## config.mk

```make
export PLATFORM = sky130hd
export DESIGN_NAME = aud_top
export DESIGN_NICKNAME = d
export VERILOG_FILES = /design/src/design/aud_pkg.sv /design/src/design/aud_ctrl.sv /design/src/design/aud_player.sv /design/src/design/aud_recorder.sv /design/src/design/aud_top.sv
export VERILOG_INCLUDE_DIRS = /design/src /design/src/design
export SDC_FILE = /design/constraint.sdc
export NUM_CORES = 1
export LEC_CHECK = 0
export ABC_AREA = 0
export BUFFER_PORTS_ARGS = -buffer_cell sky130_fd_sc_hd__buf_2
export CORE_AREA = 5 5 127 129
export CTS_CLUSTER_SIZE = 40
export DETAILED_ROUTE_END_ITERATION = 8
export DIE_AREA = 0 0 132 134
export HOLD_SLACK_MARGIN = 0.08
export PLACE_DENSITY = 0.62
export SETUP_SLACK_MARGIN = 0.05
export SLEW_MARGIN = 20
export SYNTH_ARGS = -nofsm -noshare
export SYNTH_HDL_FRONTEND = slang
export SYNTH_HIERARCHICAL = 1
export SYNTH_SLANG_ARGS = --single-unit
```

## constraint.sdc

```tcl
create_clock -name i_clk -period 3.9 [get_ports i_clk]
set_input_delay 0.585 -clock i_clk [delete_from_list [all_inputs] [get_ports i_clk]]
set_output_delay 0.585 -clock i_clk [all_outputs]
set_load 0.1 [all_outputs]
```

## src/design/aud_consts.svh

```systemverilog
`ifndef AUD_CONSTS_SVH
`define AUD_CONSTS_SVH

// ==============================
// Sample and memory geometry
// ==============================

// One left-channel sample per frame, sent MSB first
`define AUD_SAMPLE_BITS 16

// External SRAM is addressed in 16-bit words
`define AUD_ADDR_BITS 20

// Default capacity in samples, a little under the full address space
`define AUD_MEM_WORDS 1024000

// ==============================
// Counters
// ==============================

// Must hold the value AUD_SAMPLE_BITS, which marks a finished word
`define AUD_CNT_BITS 5

`endif

```

## src/design/aud_pkg.sv

```systemverilog
`include "aud_consts.svh"
`default_nettype none

package aud_pkg;

    // ==============================
    // Data types
    // ==============================

    typedef logic [`AUD_SAMPLE_BITS-1:0] sample_t;  // One audio sample
    typedef logic [`AUD_ADDR_BITS-1:0]   addr_t;    // One SRAM word address
    typedef logic [`AUD_CNT_BITS-1:0]    cnt_t;     // Bit position inside a sample

    // ==============================
    // State machines
    // ==============================

    typedef enum logic [2:0] {
        rec_idle,
        rec_wait,       // One cycle between start and the first bit
        rec_record,
        rec_pause,
        rec_finish      // Done follows one cycle later
    } rec_state_e;

    typedef enum logic [1:0] {
        play_idle,
        play_align,     // Waiting for a high i_lrc to load the first word
        play_play,
        play_pause
    } play_state_e;

    typedef enum logic [1:0] {
        mode_idle,
        mode_record,
        mode_play
    } mode_e;

endpackage

`default_nettype wire

```

## src/design/aud_ctrl.sv

```systemverilog
`default_nettype none

module aud_ctrl
    import aud_pkg::*;
(
    input  logic    i_clk,
    input  logic    i_rst_n,
    input  logic    i_key_record,
    input  logic    i_key_play,
    input  logic    i_key_pause,
    input  logic    i_key_stop,
    input  logic    i_rec_done,
    input  addr_t   i_rec_count,
    input  addr_t   i_rec_address,
    input  sample_t i_rec_data,
    input  logic    i_rec_we_n,
    input  logic    i_play_done,
    input  addr_t   i_play_address,
    output logic    o_rec_start,
    output logic    o_play_start,
    output logic    o_pause,
    output logic    o_stop,
    output addr_t   o_rec_length,
    output addr_t   o_sram_addr,
    output sample_t o_sram_wdata,
    output logic    o_sram_we_n,
    output logic    o_recording,
    output logic    o_playing
);

    mode_e mode_r, mode_w;
    addr_t length_r, length_w;
    logic  rec_start_w, play_start_w;
    logic  pause_r, pause_w;
    logic  stop_w;

    // ==============================
    // Mode and key handling
    // ==============================

    always_comb begin
        mode_w       = mode_r;
        length_w     = length_r;
        pause_w      = pause_r;
        rec_start_w  = 1'b0;
        play_start_w = 1'b0;
        stop_w       = 1'b0;
        case (mode_r)
            mode_idle: begin
                pause_w = 1'b0;
                if (i_key_record) begin
                    mode_w      = mode_record;
                    rec_start_w = 1'b1;
                end else if (i_key_play && length_r != '0) begin
                    mode_w       = mode_play;
                    play_start_w = 1'b1;
                end
            end
            mode_record, mode_play: begin
                if (i_key_pause) pause_w = !pause_r;
                if (i_key_stop) stop_w = 1'b1;
                if (mode_r == mode_record && i_rec_done) begin
                    mode_w   = mode_idle;
                    length_w = i_rec_count;  // Length of the last completed recording
                    pause_w  = 1'b0;
                end
                if (mode_r == mode_play && i_play_done) begin
                    mode_w  = mode_idle;
                    pause_w = 1'b0;
                end
            end
            default: begin
                mode_w = mode_idle;
            end
        endcase
    end

    always_ff @(posedge i_clk or posedge i_rst_n) begin
        if (i_rst_n) begin
            mode_r       <= mode_idle;
            length_r     <= '0;
            pause_r      <= 1'b0;
            o_rec_start  <= 1'b0;
            o_play_start <= 1'b0;
            o_stop       <= 1'b0;
        end else begin
            mode_r       <= mode_w;
            length_r     <= length_w;
            pause_r      <= pause_w;
            o_rec_start  <= rec_start_w;
            o_play_start <= play_start_w;
            o_stop       <= stop_w;
        end
    end

    // ==============================
    // SRAM bus owner
    // ==============================

    assign o_sram_addr  = (mode_r == mode_record) ? i_rec_address : i_play_address;
    assign o_sram_wdata = (mode_r == mode_record) ? i_rec_data : '0;
    assign o_sram_we_n  = (mode_r == mode_record) ? i_rec_we_n : 1'b1;  // Reads only outside recording

    assign o_pause      = pause_r;
    assign o_rec_length = length_r;
    assign o_recording  = (mode_r == mode_record);
    assign o_playing    = (mode_r == mode_play);

endmodule

`default_nettype wire

```

## src/design/aud_player.sv

```systemverilog
`include "aud_consts.svh"
`default_nettype none

module aud_player
    import aud_pkg::*;
(
    input  logic    i_clk,
    input  logic    i_rst_n,
    input  logic    i_lrc,
    input  logic    i_start,
    input  logic    i_pause,
    input  logic    i_stop,
    input  addr_t   i_length,
    input  sample_t i_rdata,
    output addr_t   o_address,
    output logic    o_dac_data,
    output logic    o_done
);

    localparam cnt_t cnt_full = cnt_t'(`AUD_SAMPLE_BITS);
    localparam cnt_t cnt_last = cnt_t'(`AUD_SAMPLE_BITS - 1);

    play_state_e state_r, state_w;
    addr_t       address_r, address_w;
    sample_t     shift_r, shift_w;
    cnt_t        bit_cnt_r, bit_cnt_w;
    logic        done_r, done_w;
    logic        active;
    logic        send_bit;
    logic        last_bit;

    assign active   = (state_r == play_play) || (state_r == play_pause);
    assign send_bit = active && !i_lrc && !i_pause && (bit_cnt_r != cnt_full);
    assign last_bit = send_bit && (bit_cnt_r == cnt_last);

    assign o_address  = address_r;
    assign o_dac_data = send_bit && shift_r[`AUD_SAMPLE_BITS-1];  // Zero outside a sent bit
    assign o_done     = done_r;

    // ==============================
    // Next state
    // ==============================

    always_comb begin
        state_w   = state_r;
        address_w = address_r;
        shift_w   = shift_r;
        bit_cnt_w = bit_cnt_r;
        done_w    = 1'b0;
        case (state_r)
            play_idle: begin
                if (i_start) begin
                    state_w   = play_align;
                    address_w = '0;
                    bit_cnt_w = cnt_full;
                end
            end
            play_align: begin
                if (i_stop) begin
                    state_w = play_idle;
                    done_w  = 1'b1;
                end else if (i_lrc) begin
                    state_w   = play_play;
                    shift_w   = i_rdata;
                    bit_cnt_w = '0;
                end
            end
            play_play, play_pause: begin
                state_w = i_pause ? play_pause : play_play;
                if (i_lrc && bit_cnt_r == cnt_full) begin
                    shift_w   = i_rdata;  // Next word is fetched in the high half
                    bit_cnt_w = '0;
                end
                if (send_bit) begin
                    shift_w   = {shift_r[`AUD_SAMPLE_BITS-2:0], 1'b0};
                    bit_cnt_w = bit_cnt_r + 1'b1;
                end
                if (last_bit) begin
                    address_w = address_r + 1'b1;
                end
                if (i_stop || (last_bit && address_w == i_length)) begin
                    state_w = play_idle;
                    done_w  = 1'b1;
                end
            end
            default: begin
                state_w = play_idle;
            end
        endcase
    end

    always_ff @(posedge i_clk or posedge i_rst_n) begin
        if (i_rst_n) begin
            state_r   <= play_idle;
            address_r <= '0;
            bit_cnt_r <= '0;
            done_r    <= 1'b0;
        end else begin
            state_r   <= state_w;
            address_r <= address_w;
            bit_cnt_r <= bit_cnt_w;
            done_r    <= done_w;
        end
    end

    always_ff @(posedge i_clk) begin
        shift_r <= shift_w;
    end

endmodule

`default_nettype wire

```

## src/design/aud_recorder.sv

```systemverilog
`include "aud_consts.svh"
`default_nettype none

module aud_recorder
    import aud_pkg::*;
#(
    parameter int P_MEM_WORDS = `AUD_MEM_WORDS
) (
    input  logic    i_clk,
    input  logic    i_rst_n,
    input  logic    i_lrc,
    input  logic    i_start,
    input  logic    i_pause,
    input  logic    i_stop,
    input  logic    i_data,
    output addr_t   o_address,
    output sample_t o_data,
    output logic    o_we_n,
    output logic    o_done,
    output addr_t   o_count
);

    localparam addr_t last_addr = addr_t'(P_MEM_WORDS - 1);
    localparam cnt_t  cnt_full  = cnt_t'(`AUD_SAMPLE_BITS);
    localparam cnt_t  cnt_last  = cnt_t'(`AUD_SAMPLE_BITS - 1);

    rec_state_e state_r, state_w;
    addr_t      address_r, address_w;
    sample_t    data_r, data_w;
    cnt_t       bit_cnt_r, bit_cnt_w;
    logic       we_n_r, we_n_w;
    logic       done_r, done_w;
    logic       active;
    logic       take_bit;

    assign o_address = address_r;
    assign o_data    = data_r;
    assign o_we_n    = we_n_r;
    assign o_done    = done_r;
    assign o_count   = address_r;  // Address always points one past the last written word

    assign active   = (state_r == rec_record) || (state_r == rec_pause);
    assign take_bit = active && !i_lrc && !i_pause && (bit_cnt_r != cnt_full);

    // ==============================
    // Next state
    // ==============================

    always_comb begin
        state_w   = state_r;
        address_w = address_r;
        data_w    = data_r;
        bit_cnt_w = bit_cnt_r;
        we_n_w    = 1'b1;
        done_w    = 1'b0;
        case (state_r)
            rec_idle: begin
                if (i_start) begin
                    state_w   = rec_wait;
                    address_w = '0;
                    bit_cnt_w = '0;
                end
            end
            rec_wait: begin
                state_w = rec_record;
            end
            rec_record, rec_pause: begin
                state_w = i_pause ? rec_pause : rec_record;
                if (take_bit) begin
                    data_w    = {data_r[`AUD_SAMPLE_BITS-2:0], i_data};  // MSB arrives first
                    bit_cnt_w = bit_cnt_r + 1'b1;
                end
                if (!we_n_r) begin
                    address_w = address_r + 1'b1;  // Write cycle ends here
                    bit_cnt_w = '0;
                end
                if (i_stop || (!we_n_r && address_r == last_addr)) begin
                    state_w = rec_finish;  // A partial sample is dropped
                end else if (take_bit && bit_cnt_r == cnt_last) begin
                    we_n_w = 1'b0;
                end
            end
            rec_finish: begin
                state_w = rec_idle;
                done_w  = 1'b1;
            end
            default: begin
                state_w = rec_idle;
            end
        endcase
    end

    always_ff @(posedge i_clk or posedge i_rst_n) begin
        if (i_rst_n) begin
            state_r   <= rec_idle;
            address_r <= '0;
            bit_cnt_r <= '0;
            we_n_r    <= 1'b1;
            done_r    <= 1'b0;
        end else begin
            state_r   <= state_w;
            address_r <= address_w;
            bit_cnt_r <= bit_cnt_w;
            we_n_r    <= we_n_w;
            done_r    <= done_w;
        end
    end

    always_ff @(posedge i_clk) begin
        data_r <= data_w;
    end

endmodule

`default_nettype wire

```

## src/design/aud_top.sv

```systemverilog
`include "aud_consts.svh"
`default_nettype none

module aud_top
    import aud_pkg::*;
#(
    parameter int P_MEM_WORDS = `AUD_MEM_WORDS
) (
    input  logic    i_clk,
    input  logic    i_rst_n,
    input  logic    i_key_record,
    input  logic    i_key_play,
    input  logic    i_key_pause,
    input  logic    i_key_stop,
    input  logic    i_lrc,
    input  logic    i_adc_data,
    input  sample_t i_sram_rdata,
    output addr_t   o_sram_addr,
    output sample_t o_sram_wdata,
    output logic    o_sram_we_n,
    output logic    o_dac_data,
    output logic    o_recording,
    output logic    o_playing,
    output addr_t   o_rec_length
);

    logic    rec_start;
    logic    play_start;
    logic    pause;
    logic    stop;
    logic    rec_done;
    addr_t   rec_count;
    addr_t   rec_address;
    sample_t rec_data;
    logic    rec_we_n;
    logic    play_done;
    addr_t   play_address;

    aud_ctrl aud_ctrl_inst (
        .i_clk          (i_clk),
        .i_rst_n        (i_rst_n),
        .i_key_record   (i_key_record),
        .i_key_play     (i_key_play),
        .i_key_pause    (i_key_pause),
        .i_key_stop     (i_key_stop),
        .i_rec_done     (rec_done),
        .i_rec_count    (rec_count),
        .i_rec_address  (rec_address),
        .i_rec_data     (rec_data),
        .i_rec_we_n     (rec_we_n),
        .i_play_done    (play_done),
        .i_play_address (play_address),
        .o_rec_start    (rec_start),
        .o_play_start   (play_start),
        .o_pause        (pause),
        .o_stop         (stop),
        .o_rec_length   (o_rec_length),
        .o_sram_addr    (o_sram_addr),
        .o_sram_wdata   (o_sram_wdata),
        .o_sram_we_n    (o_sram_we_n),
        .o_recording    (o_recording),
        .o_playing      (o_playing)
    );

    aud_recorder #(
        .P_MEM_WORDS (P_MEM_WORDS)
    ) aud_recorder_inst (
        .i_clk     (i_clk),
        .i_rst_n   (i_rst_n),
        .i_lrc     (i_lrc),
        .i_start   (rec_start),
        .i_pause   (pause),
        .i_stop    (stop),
        .i_data    (i_adc_data),
        .o_address (rec_address),
        .o_data    (rec_data),
        .o_we_n    (rec_we_n),
        .o_done    (rec_done),
        .o_count   (rec_count)
    );

    aud_player aud_player_inst (
        .i_clk      (i_clk),
        .i_rst_n    (i_rst_n),
        .i_lrc      (i_lrc),
        .i_start    (play_start),
        .i_pause    (pause),
        .i_stop     (stop),
        .i_length   (o_rec_length),
        .i_rdata    (i_sram_rdata),
        .o_address  (play_address),
        .o_dac_data (o_dac_data),
        .o_done     (play_done)
    );

endmodule

`default_nettype wire

```

* Yosys cells after proc, flatten, opt, wreduce, memory -nomap -nowiden *
Cells that the tools add are included.
Widths: inputs -> output; s select.

storage, ports and cells
  flip-flop bits (word level) = 116
  word-level logic and storage cells = 149

cells by class
  add/sub/neg operators = 4
  eq/ne operators = 27
  mux-type cells = 58
  reduce and logical (&&, ||, !) cells = 43

operators with widths
  cell                   number
  $mux 20                6
  $mux 16                5
  $pmux 20 s2            2
  $add 20x1->20 const B  2
  $mux 5                 8
  $pmux 16 s2            1
  $eq 20x20->1           1
  $eq 20x20->1 const B   1
  $reduce_bool 20->1     1
  $mux 1                 19
  $mux 2                 8
  $logic_and 1x1->1      15
  $pmux 5 s3             1
  $reduce_and 2->1       6
  $add 5x1->5 const B    2
  $eq 5x4->1 const B     2
  $ne 2x2->1 const B     5
  $ne 5x5->1 const B     2
  $pmux 5 s2             1
  $pmux 3 s3             1
  $reduce_and 4->1       2
  $reduce_bool 2->1      4
  $eq 2x2->1 const B     3
  $eq 3x2->1 const B     2
  other kinds (18)       32

* Longest topological paths before layout *
Gate-level depths: netlist (run 1).

  word-level depth = 13
  mapped depth = 10
  mapped depth without buffers = 10

* Modules after synthesis *
Netlist (run 1), hierarchy kept.

modules (own cells, without submodules)
  module        times used  cells each  area each (µm²)  sequential area each (µm²)
  aud_player    1           335         2885.3           1181.1
  aud_recorder  1           197         2240.9           1232.4
  aud_ctrl      1           120         1456.4           650.6

* Worst setup path after synthesis (run 1) *
Ideal clock, no wire load.

  path type = register -> output
  start point = register aud_ctrl_inst.mode_r[1]
  end point = output o_sram_wdata[0]
  arrival = 2.661 ns
  data required time = 3.315 ns
  path slack = 0.654 ns
  stages on the path, launching flop included = 6
  buffers on the path = 2
  cells stage by stage = dfrtp_1 > inv_1 > ha_1 > buf_2 > clkbuf_1 > and2_1

between the ends
  cells in the longest elaborated chain, start to end = 2

RTL lines
  element                 RTL line         source
  start, declared         aud_ctrl.sv:31   mode_e mode_r, mode_w;
  start signal, assigned  aud_ctrl.sv:80   mode_r <= mode_idle;
  start signal, assigned  aud_ctrl.sv:87   mode_r <= mode_w;
  $eq 2x1->1              --
  via o_recording         aud_top.sv:22    output logic o_recording,
  $mux 16                 aud_ctrl.sv:101  assign o_sram_wdata = (mode_r == mode_record) ? i_rec_data : '0;
  end, declared           aud_top.sv:19    output sample_t o_sram_wdata,

The timed path passes the listed nets, and every way through them passes these cells.

* Final worst setup path (run 1) *
  start point = register aud_player_inst.bit_cnt_r[0]
  end point = register aud_player_inst.state_r[1]

between the ends
  cells in the longest elaborated chain, start to end = 10

RTL lines
  element                 RTL line           source
  start, declared         aud_player.sv:26   cnt_t bit_cnt_r, bit_cnt_w;
  start signal, assigned  aud_player.sv:101  bit_cnt_r <= bit_cnt_w;
  $ne 5x5->1              aud_player.sv:33   assign send_bit = active && !i_lrc && !i_pause && (bit_cnt_r != cnt_full);
  $logic_and 1x1->1       aud_player.sv:33
  $logic_and 1x1->1 *     aud_player.sv:34   assign last_bit = send_bit && (bit_cnt_r == cnt_last);
  $mux 20                 aud_player.sv:78   if (last_bit) begin
  $mux 20                 aud_player.sv:50   case (state_r)
  $eq 20x20->1            aud_player.sv:81   if (i_stop || (last_bit && address_w == i_length)) begin
  $logic_and 1x1->1 *     aud_player.sv:81
  $logic_or 1x1->1 *      aud_player.sv:81
  $mux 2 *                aud_player.sv:81
  $pmux 2 s3 *            aud_player.sv:50
  end signal, assigned    aud_player.sv:94   state_r <= play_idle;
  end signal, assigned    aud_player.sv:99   state_r <= state_w;
  end, declared           aud_player.sv:23   play_state_e state_r, state_w;

Every way passes the cells marked *; elsewhere a longest branch is shown, timed or not. The select of a mux whose other input is x is not followed.
A chain may end at the register's enable or synchronous reset.

==> results.py, run 1 <==
metrics = {
    "critical_path": {
        "path_delay_family": "simple AND/OR/NAND/NOR gates",
        "cp.arrival_ps": 3440,
        "cp_slowest_cell": "a2111oi_0",
        "critPathMaxStageDelay_ps": 470,
        "cp.required_ps": 4180,
        "crit_fanout": 7,
        "crit_path_cell_trace": "ha_1 > and3_1 > ha_1 > and4_1 > nand4_1 > nor3b_1 > xnor2_1 > a2111oi_0 > o2111a_1 > a311oi_1",
        "critPathBufInv": 0,
        "cp.depth": 10,
        "crit_type": "flip-flop to flip-flop",
        "worstSetupEndpointType": "flip-flop",
        "cpMostUsedCell": "ha_1",
        "crit_path_start_kind": "flip-flop",
        "reg2reg_depth": 10,
    },
    "logic_synthesis": {
        "synth-edff-count": 32,
        "ys_ff_latch": 116,
        "syn_area_per_cell_sq_um": 10.1,
        "syn-num-nets": 688,
        "synth.cell_area_sq_um": 6580,
        "seq_area_frac_synth": 0.466,
        "ys.warnings.count": 6,
        "synth_cells": 652,
        "synth_ff_type": "dfrtp_1",
        "async_flop_share": 0.724,
        "ys_types": 73,
    },
    "sta": {
        "hold_viol_final": 0,
        "period_share": 0.811,
        "rsz0062_at_grt": "no",
        "skew_ps": 8.84,
        "setup_viol_count_final": 0,
        "relSlewSlack": 0.357,
        "tightest_slew_ps": 964,
        "maxSlewViolCount": 0,
        "max_clock_freq_ghz": 0.316,
        "fin_tns_setup_ps": 0,
        "finalCriticalPeriod_ps": 3160,
    },
    "placed_design": {
        "gp_congestion": 0.931,
        "io_buffers": 83,
        "detailed_place_hpwl_mm": 12.3,
    },
    "die": {
        "die_area_sq_um": 17700,
        "rows": 45,
        "core_area_sq_um": 14900,
        "num_io_pins": 84,
        "die_height_um": 134,
        "initial_core_util": 0.441,
        "dieWidth_um": 132,
    },
    "clock_network": {
        "cts_num_sinks": 116,
        "cts_resized": 0,
        "cts_tree": "built",
        "h-tree-depth": 4,
        "cts_setup_buffers": 0,
        "clock_path_buffers": 2,
        "cts_hold_buf": 0,
        "clk_latency_ps": 410,
        "cts_root_buf": "clkbuf_16",
        "cts_buffers": 17,
        "clkSlewWorstSetupHoldPaths_ps": 50,
    },
    "grt": {
        "grt_pass1_wl_mm": 27.6,
        "grt_start_max_net_pins": 40,
        "grt_pass1_vias": 5260,
        "grt_overflow": 0,
        "antenna_found_initial": 0,
        "grt_use_total": 0.195,
    },
    "pwr": {
        "power.density_nw_per_um2": 604,
        "peakVddDrop_uv": 380,
        "power_mw": 4.55,
        "p_leak_nw": 3.38,
    },
    "route": {
        "wl_met3_mm": 1.10,
        "met2WireLength_mm": 7.48,
        "firstDrtPassIters": 5,
        "final_antenna_net_count": 0,
        "dr.first_iter.drc_count": 490,
        "wl_met1_mm": 7.95,
        "routed.top_layer": "met4",
        "drc": 0,
        "viasPerCell": 5.76,
        "vias": 5251,
        "finalWirelength_mm": 16.9,
        "post_drt_wl_per_cell_um": 18.6,
    },
    "run": {
        "maxCapViolations": 0,
    },
    "worst_hold_path": {
        "min_path_type": "primary input to async pin",
    },
    "final_layout": {
        "areaGrowthSynthToFinish_pct": 14.4,
        "diodes": 0,
        "drive_above_1_share": 0.250,
        "final_common_cell": "nand2_1",
        "final_nets": 747,
        "final_cell_mix": "85 x nand2_1, 83 x dfrtp_1, 83 x buf_2",
    },
    "status": {
        "status": "finished, final reports clean",
    },
}
-- metrics by stage --
step / area [sq um] / hold slack [ps] / std cells / util / setup WS [ps]
detailed placement: 7000 / 429 / 880 / 0.469 / 801
CTS: 7530 / 294 / 912 / 0.505 / 777
floorplan: 6580 / 418 / 652 / - / 654
finish: 7530 / 251 / 912 / 0.505 / 738
global placement: 7000 / 427 / 880 / 0.469 / 873
global route: 7530 / 305 / 912 / 0.505 / 554
-- final timing paths --
path / startpoint / end / slack [ps]
max: aud_player_inst/bit_cnt_r[0] / aud_player_inst/state_r[1] / 740
min: i_rst_n / aud_ctrl_inst/o_rec_length[18] / 250
max reg2reg: aud_player_inst/bit_cnt_r[0] / aud_player_inst/state_r[1] / 740
min reg2reg: aud_recorder_inst/o_data[0] / aud_recorder_inst/o_data[1] / 440
max in group asynchronous: i_rst_n / aud_player_inst/o_address[12] / 3130
min in group i_clk: i_adc_data / aud_recorder_inst/o_data[0] / 350
-- cell type report --
cell class / count / area (sq um)
flip-flops and latches: 116 / 3060
repair buffers: 90 / 468
inverters: 21 / 78.8
clock inverters: 4 / 50.0
well taps: 188 / 235
fillers: 1381 / 7390
clock buffers: 28 / 487
multi-input cells: 465 / 3150
-- registers in the layout, indices dropped and copies added (netlist names), 2 cells and up --
name and cells:
aud_player_inst/o_address 20, aud_recorder_inst/state_r 3, aud_player_inst/shift_r 16, aud_recorder_inst/o_address 20, aud_player_inst/state_r 2, aud_ctrl_inst/mode_r 2, aud_ctrl_inst/o_rec_length 20, aud_player_inst/bit_cnt_r 5
aud_recorder_inst/o_data 16, aud_recorder_inst/bit_cnt_r 5
-- routing by layer --
layer | vias to the layer above | GRT usage
met4 | 0 | 0.0766
met2 | 197 | 0.295
met1 | 2552 | 0.269
li1 | 2473 | -
met5 | - | 0
met3 | 29 | 0.0488
-- synthesized netlist by cell type (4+ instances only) --
cell	instances	area (sq um)
clkbuf_1	19	71.3
a21oi_1	30	150
and2_1	19	119
and4_1	8	70.1
nand3_1	19	95.1
xnor2_1	12	105
nor3_1	11	55.1
ha_1	12	150
nor2_1	29	109
o21ai_0	29	145
nand2b_1	5	31.3
mux2_2	43	484
and3_1	6	37.5
nand2_1	85	319
nor3b_1	6	45.0
mux2i_1	9	90.1
dfrtp_1	83	2080
inv_1	21	78.8
or4_1	10	75.1
nand4_1	10	62.6
buf_2	7	35.0
nor4_1	13	81.3
o31ai_1	6	45.0
xor2_1	18	158
o211ai_1	8	60.1
o21a_1	5	37.5
or3_1	10	62.6
buf_4	21	158
a22o_1	4	35.0
edfxtp_1	32	961
-- power breakdown --
group | switching (mW) | internal [mW]
combinational | 1.12 | 0.396
clock | 0.516 | 0.907
sequential | 0.175 | 1.43
-- logic make-up (layout without fill, tap and decap cells) --
group	Yosys count	count (layout)	synth area share
AND/OR/NAND/NOR	256	256	0.213
flip-flops	116	116	0.466
AO/OA/AOI/OAI	114	114	0.113
buffers and inverters	71	143	0.0561
multiplexers	53	53	0.0895
XOR/XNOR	30	30	0.0399
adder cells (fa/ha/maj)	12	12	0.0228
(Power assumes the default switching activity.)
==> run 2: changes to the inputs <==
ABC_AREA = 1   (was 0)
CORE_AREA = 5 5 130 132   (was 5 5 127 129)
DIE_AREA = 0 0 135 137   (was 0 0 132 134)
PLACE_DENSITY = 0.64   (was 0.62)
clock period = 2.7 ns   (was 3.9 ns; I/O delays follow)
==> results.py, run 2 <==
metrics = {
    "status": {
        "status": "finished, final reports clean",
    },
    "final_layout": {
        "areaGrowthSynthToFinish_pct": 18.7,
        "final_nets": 1008,
        "drive_above_1_share": 0.188,
        "final_cell_mix": "309 x nand2_1, 113 x inv_1, 83 x dfrtp_1",
        "diodes": 0,
        "final_common_cell": "nand2_1",
    },
    "critical_path": {
        "cp.arrival_ps": 2080,
        "crit_type": "flip-flop to primary output",
        "critPathMaxStageDelay_ps": 400,
        "r2r_slack_ps": 210,
        "crit_fanout": 20,
        "cp.required_ps": 2300,
        "reg2reg_depth": 18,
        "cp_slowest_cell": "dfrtp_1",
        "worstSetupEndpointType": "primary output",
        "r2r_end": "aud_player_inst/state_r[0]",
        "crit_path_cell_trace": "inv_1 > ha_1 > nand2_1 > inv_1 > nand2_2 > nand2_4 > buf_4 > nor2_2 > clkbuf_4",
        "r2r-start": "aud_player_inst/bit_cnt_r[0]",
        "crit_path_start_kind": "flip-flop",
        "cpMostUsedCell": "inv_1",
    },
    "clock_network": {
        "cts_tree": "built",
        "clkSlewWorstSetupHoldPaths_ps": 60,
        "cts_buffers": 17,
        "cts_root_buf": "clkbuf_16",
        "cts_hold_buf": 0,
        "clock_path_buffers": 2,
        "clk_latency_ps": 420,
        "h-tree-depth": 4,
        "cts_num_sinks": 116,
    },
    "sta": {
        "skew_ps": 9.55,
        "fin_tns_setup_ps": 0,
        "relSlewSlack": 0.518,
        "rsz0062_at_grt": "no",
        "hold_viol_final": 0,
        "period_share": 0.922,
        "tightest_slew_ps": 723,
        "setup_viol_count_final": 0,
        "max_clock_freq_ghz": 0.402,
        "maxSlewViolCount": 0,
        "finalCriticalPeriod_ps": 2490,
    },
    "logic_synthesis": {
        "synth_mux_area_frac": 0.0329,
        "synth-edff-count": 32,
        "ys_types": 45,
        "yosys-top-cells-count": "309 x nand2_1, 113 x inv_1, 83 x dfrtp_1, 80 x nor2_1, 59 x nand3_1",
        "synth.area.top_cells": "dfrtp_1 30%, nand2_1 17%, edfxtp_1 14%",
        "yosys.area_share.simple": 0.325,
        "synth_ff_type": "dfrtp_1",
        "async_flop_share": 0.724,
        "synth_xor_area_frac": 0.0102,
        "ys_ff_latch": 116,
        "syn-num-nets": 925,
        "synth_fa_ha_area_frac": 0.0219,
        "synth_top_area_share": 0.304,
        "synth_compound_area_frac": 0.0616,
        "synth.cell_area_sq_um": 6840,
        "syn_area_per_cell_sq_um": 7.70,
        "yosysMostFrequentCell": "nand2_1",
        "seq_area_frac_synth": 0.448,
        "ys.warnings.count": 6,
        "synth_top_cell_by_area": "dfrtp_1",
        "synth_top_family_by_area": "simple AND/OR/NAND/NOR gates",
        "synth_cells": 889,
    },
    "grt": {
        "grt_start_max_net_pins": 31,
        "grt_overflow": 0,
        "antenna_found_initial": 0,
        "grt_use_total": 0.197,
        "grt_pass1_vias": 5691,
        "grt_pass1_wl_mm": 28.6,
    },
    "die": {
        "dieWidth_um": 135,
        "num_io_pins": 84,
        "rows": 46,
        "initial_core_util": 0.439,
        "core_area_sq_um": 15600,
        "die_area_sq_um": 18500,
        "die_height_um": 137,
    },
    "placed_design": {
        "io_buffers": 83,
        "detailed_place_hpwl_mm": 12.7,
        "gp_congestion": 0.920,
    },
    "pwr": {
        "power.density_nw_per_um2": 1130,
        "peakVddDrop_uv": 713,
        "power_mw": 9.20,
        "p_leak_nw": 4.19,
    },
    "route": {
        "post_drt_wl_per_cell_um": 14.8,
        "final_antenna_net_count": 0,
        "firstDrtPassIters": 5,
        "finalWirelength_mm": 17.8,
        "dr.first_iter.drc_count": 423,
        "viasPerCell": 4.94,
        "vias": 5934,
        "drc": 0,
    },
    "worst_hold_path": {
        "min_path_type": "primary input to async pin",
    },
    "run": {
        "maxCapViolations": 0,
    },
}
## run 2: changes by cell type after synthesis, sizes merged, moves of 15 or more
cell   change
nand2    +233
inv       +94
nor2      +67
nand3     +45
mux2      -24
and2      -19
a21oi     -15
## run 2: cell type report
cell class                 count  area [sq um]
fill                        1510          7470
tap                          216           270
clock buffer                  18           429
timing repair buffer         102           573
multi-input combinational    619          3120
inverter                     116           435
clock inverter                14           226
sequential                   116          3060
## run 2: kinds of logic after synthesis
family	count (synthesis)
AOI/OAI and AO/OA	72
xor gates and xnor gates	8
adders and majority gates	12
buffers and inverters	155
DFF	116
muxes	20
and+or+nand+nor	506
## run 2: report_power, final
part	total [mW]	internal, mW	switching (mW)
Clock	2.52	1.65	0.868
Combinational	4.02	0.827	3.20
Sequential	2.66	2.29	0.370
## run 2: critical path, delay by kind of cell (launching register included)
| family | cells | cell delay (ps) |
|---|---|---|
| DFF | 1 | 400 |
| buffers and inverters | 4 | 640 |
| adders and majority gates | 1 | 190 |
| and+or+nand+nor | 4 | 430 |
## run 2: how the worst max path moves through the flow
| stage | start | endpoint | cells past startpoint |
|---|---|---|---|
| 2_1_floorplan | aud_ctrl_inst/mode_r[1] | o_sram_addr[14] | 6 |
| 3_3_place_gp | aud_player_inst/bit_cnt_r[0] | aud_player_inst/state_r[0] | 17 |
| 3_5_place_dp | aud_player_inst/bit_cnt_r[0] | aud_player_inst/state_r[0] | 17 |
| 4_1_cts | aud_player_inst/bit_cnt_r[0] | aud_player_inst/state_r[0] | 17 |
| 5_1_grt | aud_player_inst/o_address[0] | aud_player_inst/state_r[0] | 16 |
| 6_report | aud_player_inst/bit_cnt_r[0] | o_dac_data | 9 |
## run 2: per-stage QoR
step | instances | worst slack [ps] | utilization | area [sq um] | hold slack, ps
finish | 1201 | 211 | 0.521 | 8120 | 78.9
detailed placement | 1165 | 155 | 0.475 | 7400 | 434
global placement | 1165 | 194 | 0.475 | 7400 | 429
CTS | 1197 | 135 | 0.517 | 8060 | 85.5
global route | 1201 | 51.7 | 0.521 | 8120 | 110
floorplan | 889 | 123 | - | 6850 | 427
## run 2: metal layers
metal | vias to the layer above | track usage | share of wire
li1 | 2967 | - | -
met1 | 2787 | 0.257 | 0.45
met2 | 156 | 0.327 | 0.47
met3 | 24 | 0.0456 | 0.057
met4 | 0 | 0.0633 | 0.018
met5 | - | 0 | 0
## run 2: repair_timing
| item | CTS | global route |
|---|---|---|
| buffers inserted | 0 | 3 |
| endpoints found under the setup margin | 0 | 3 |
| gates resized for setup | 0 | 5 |
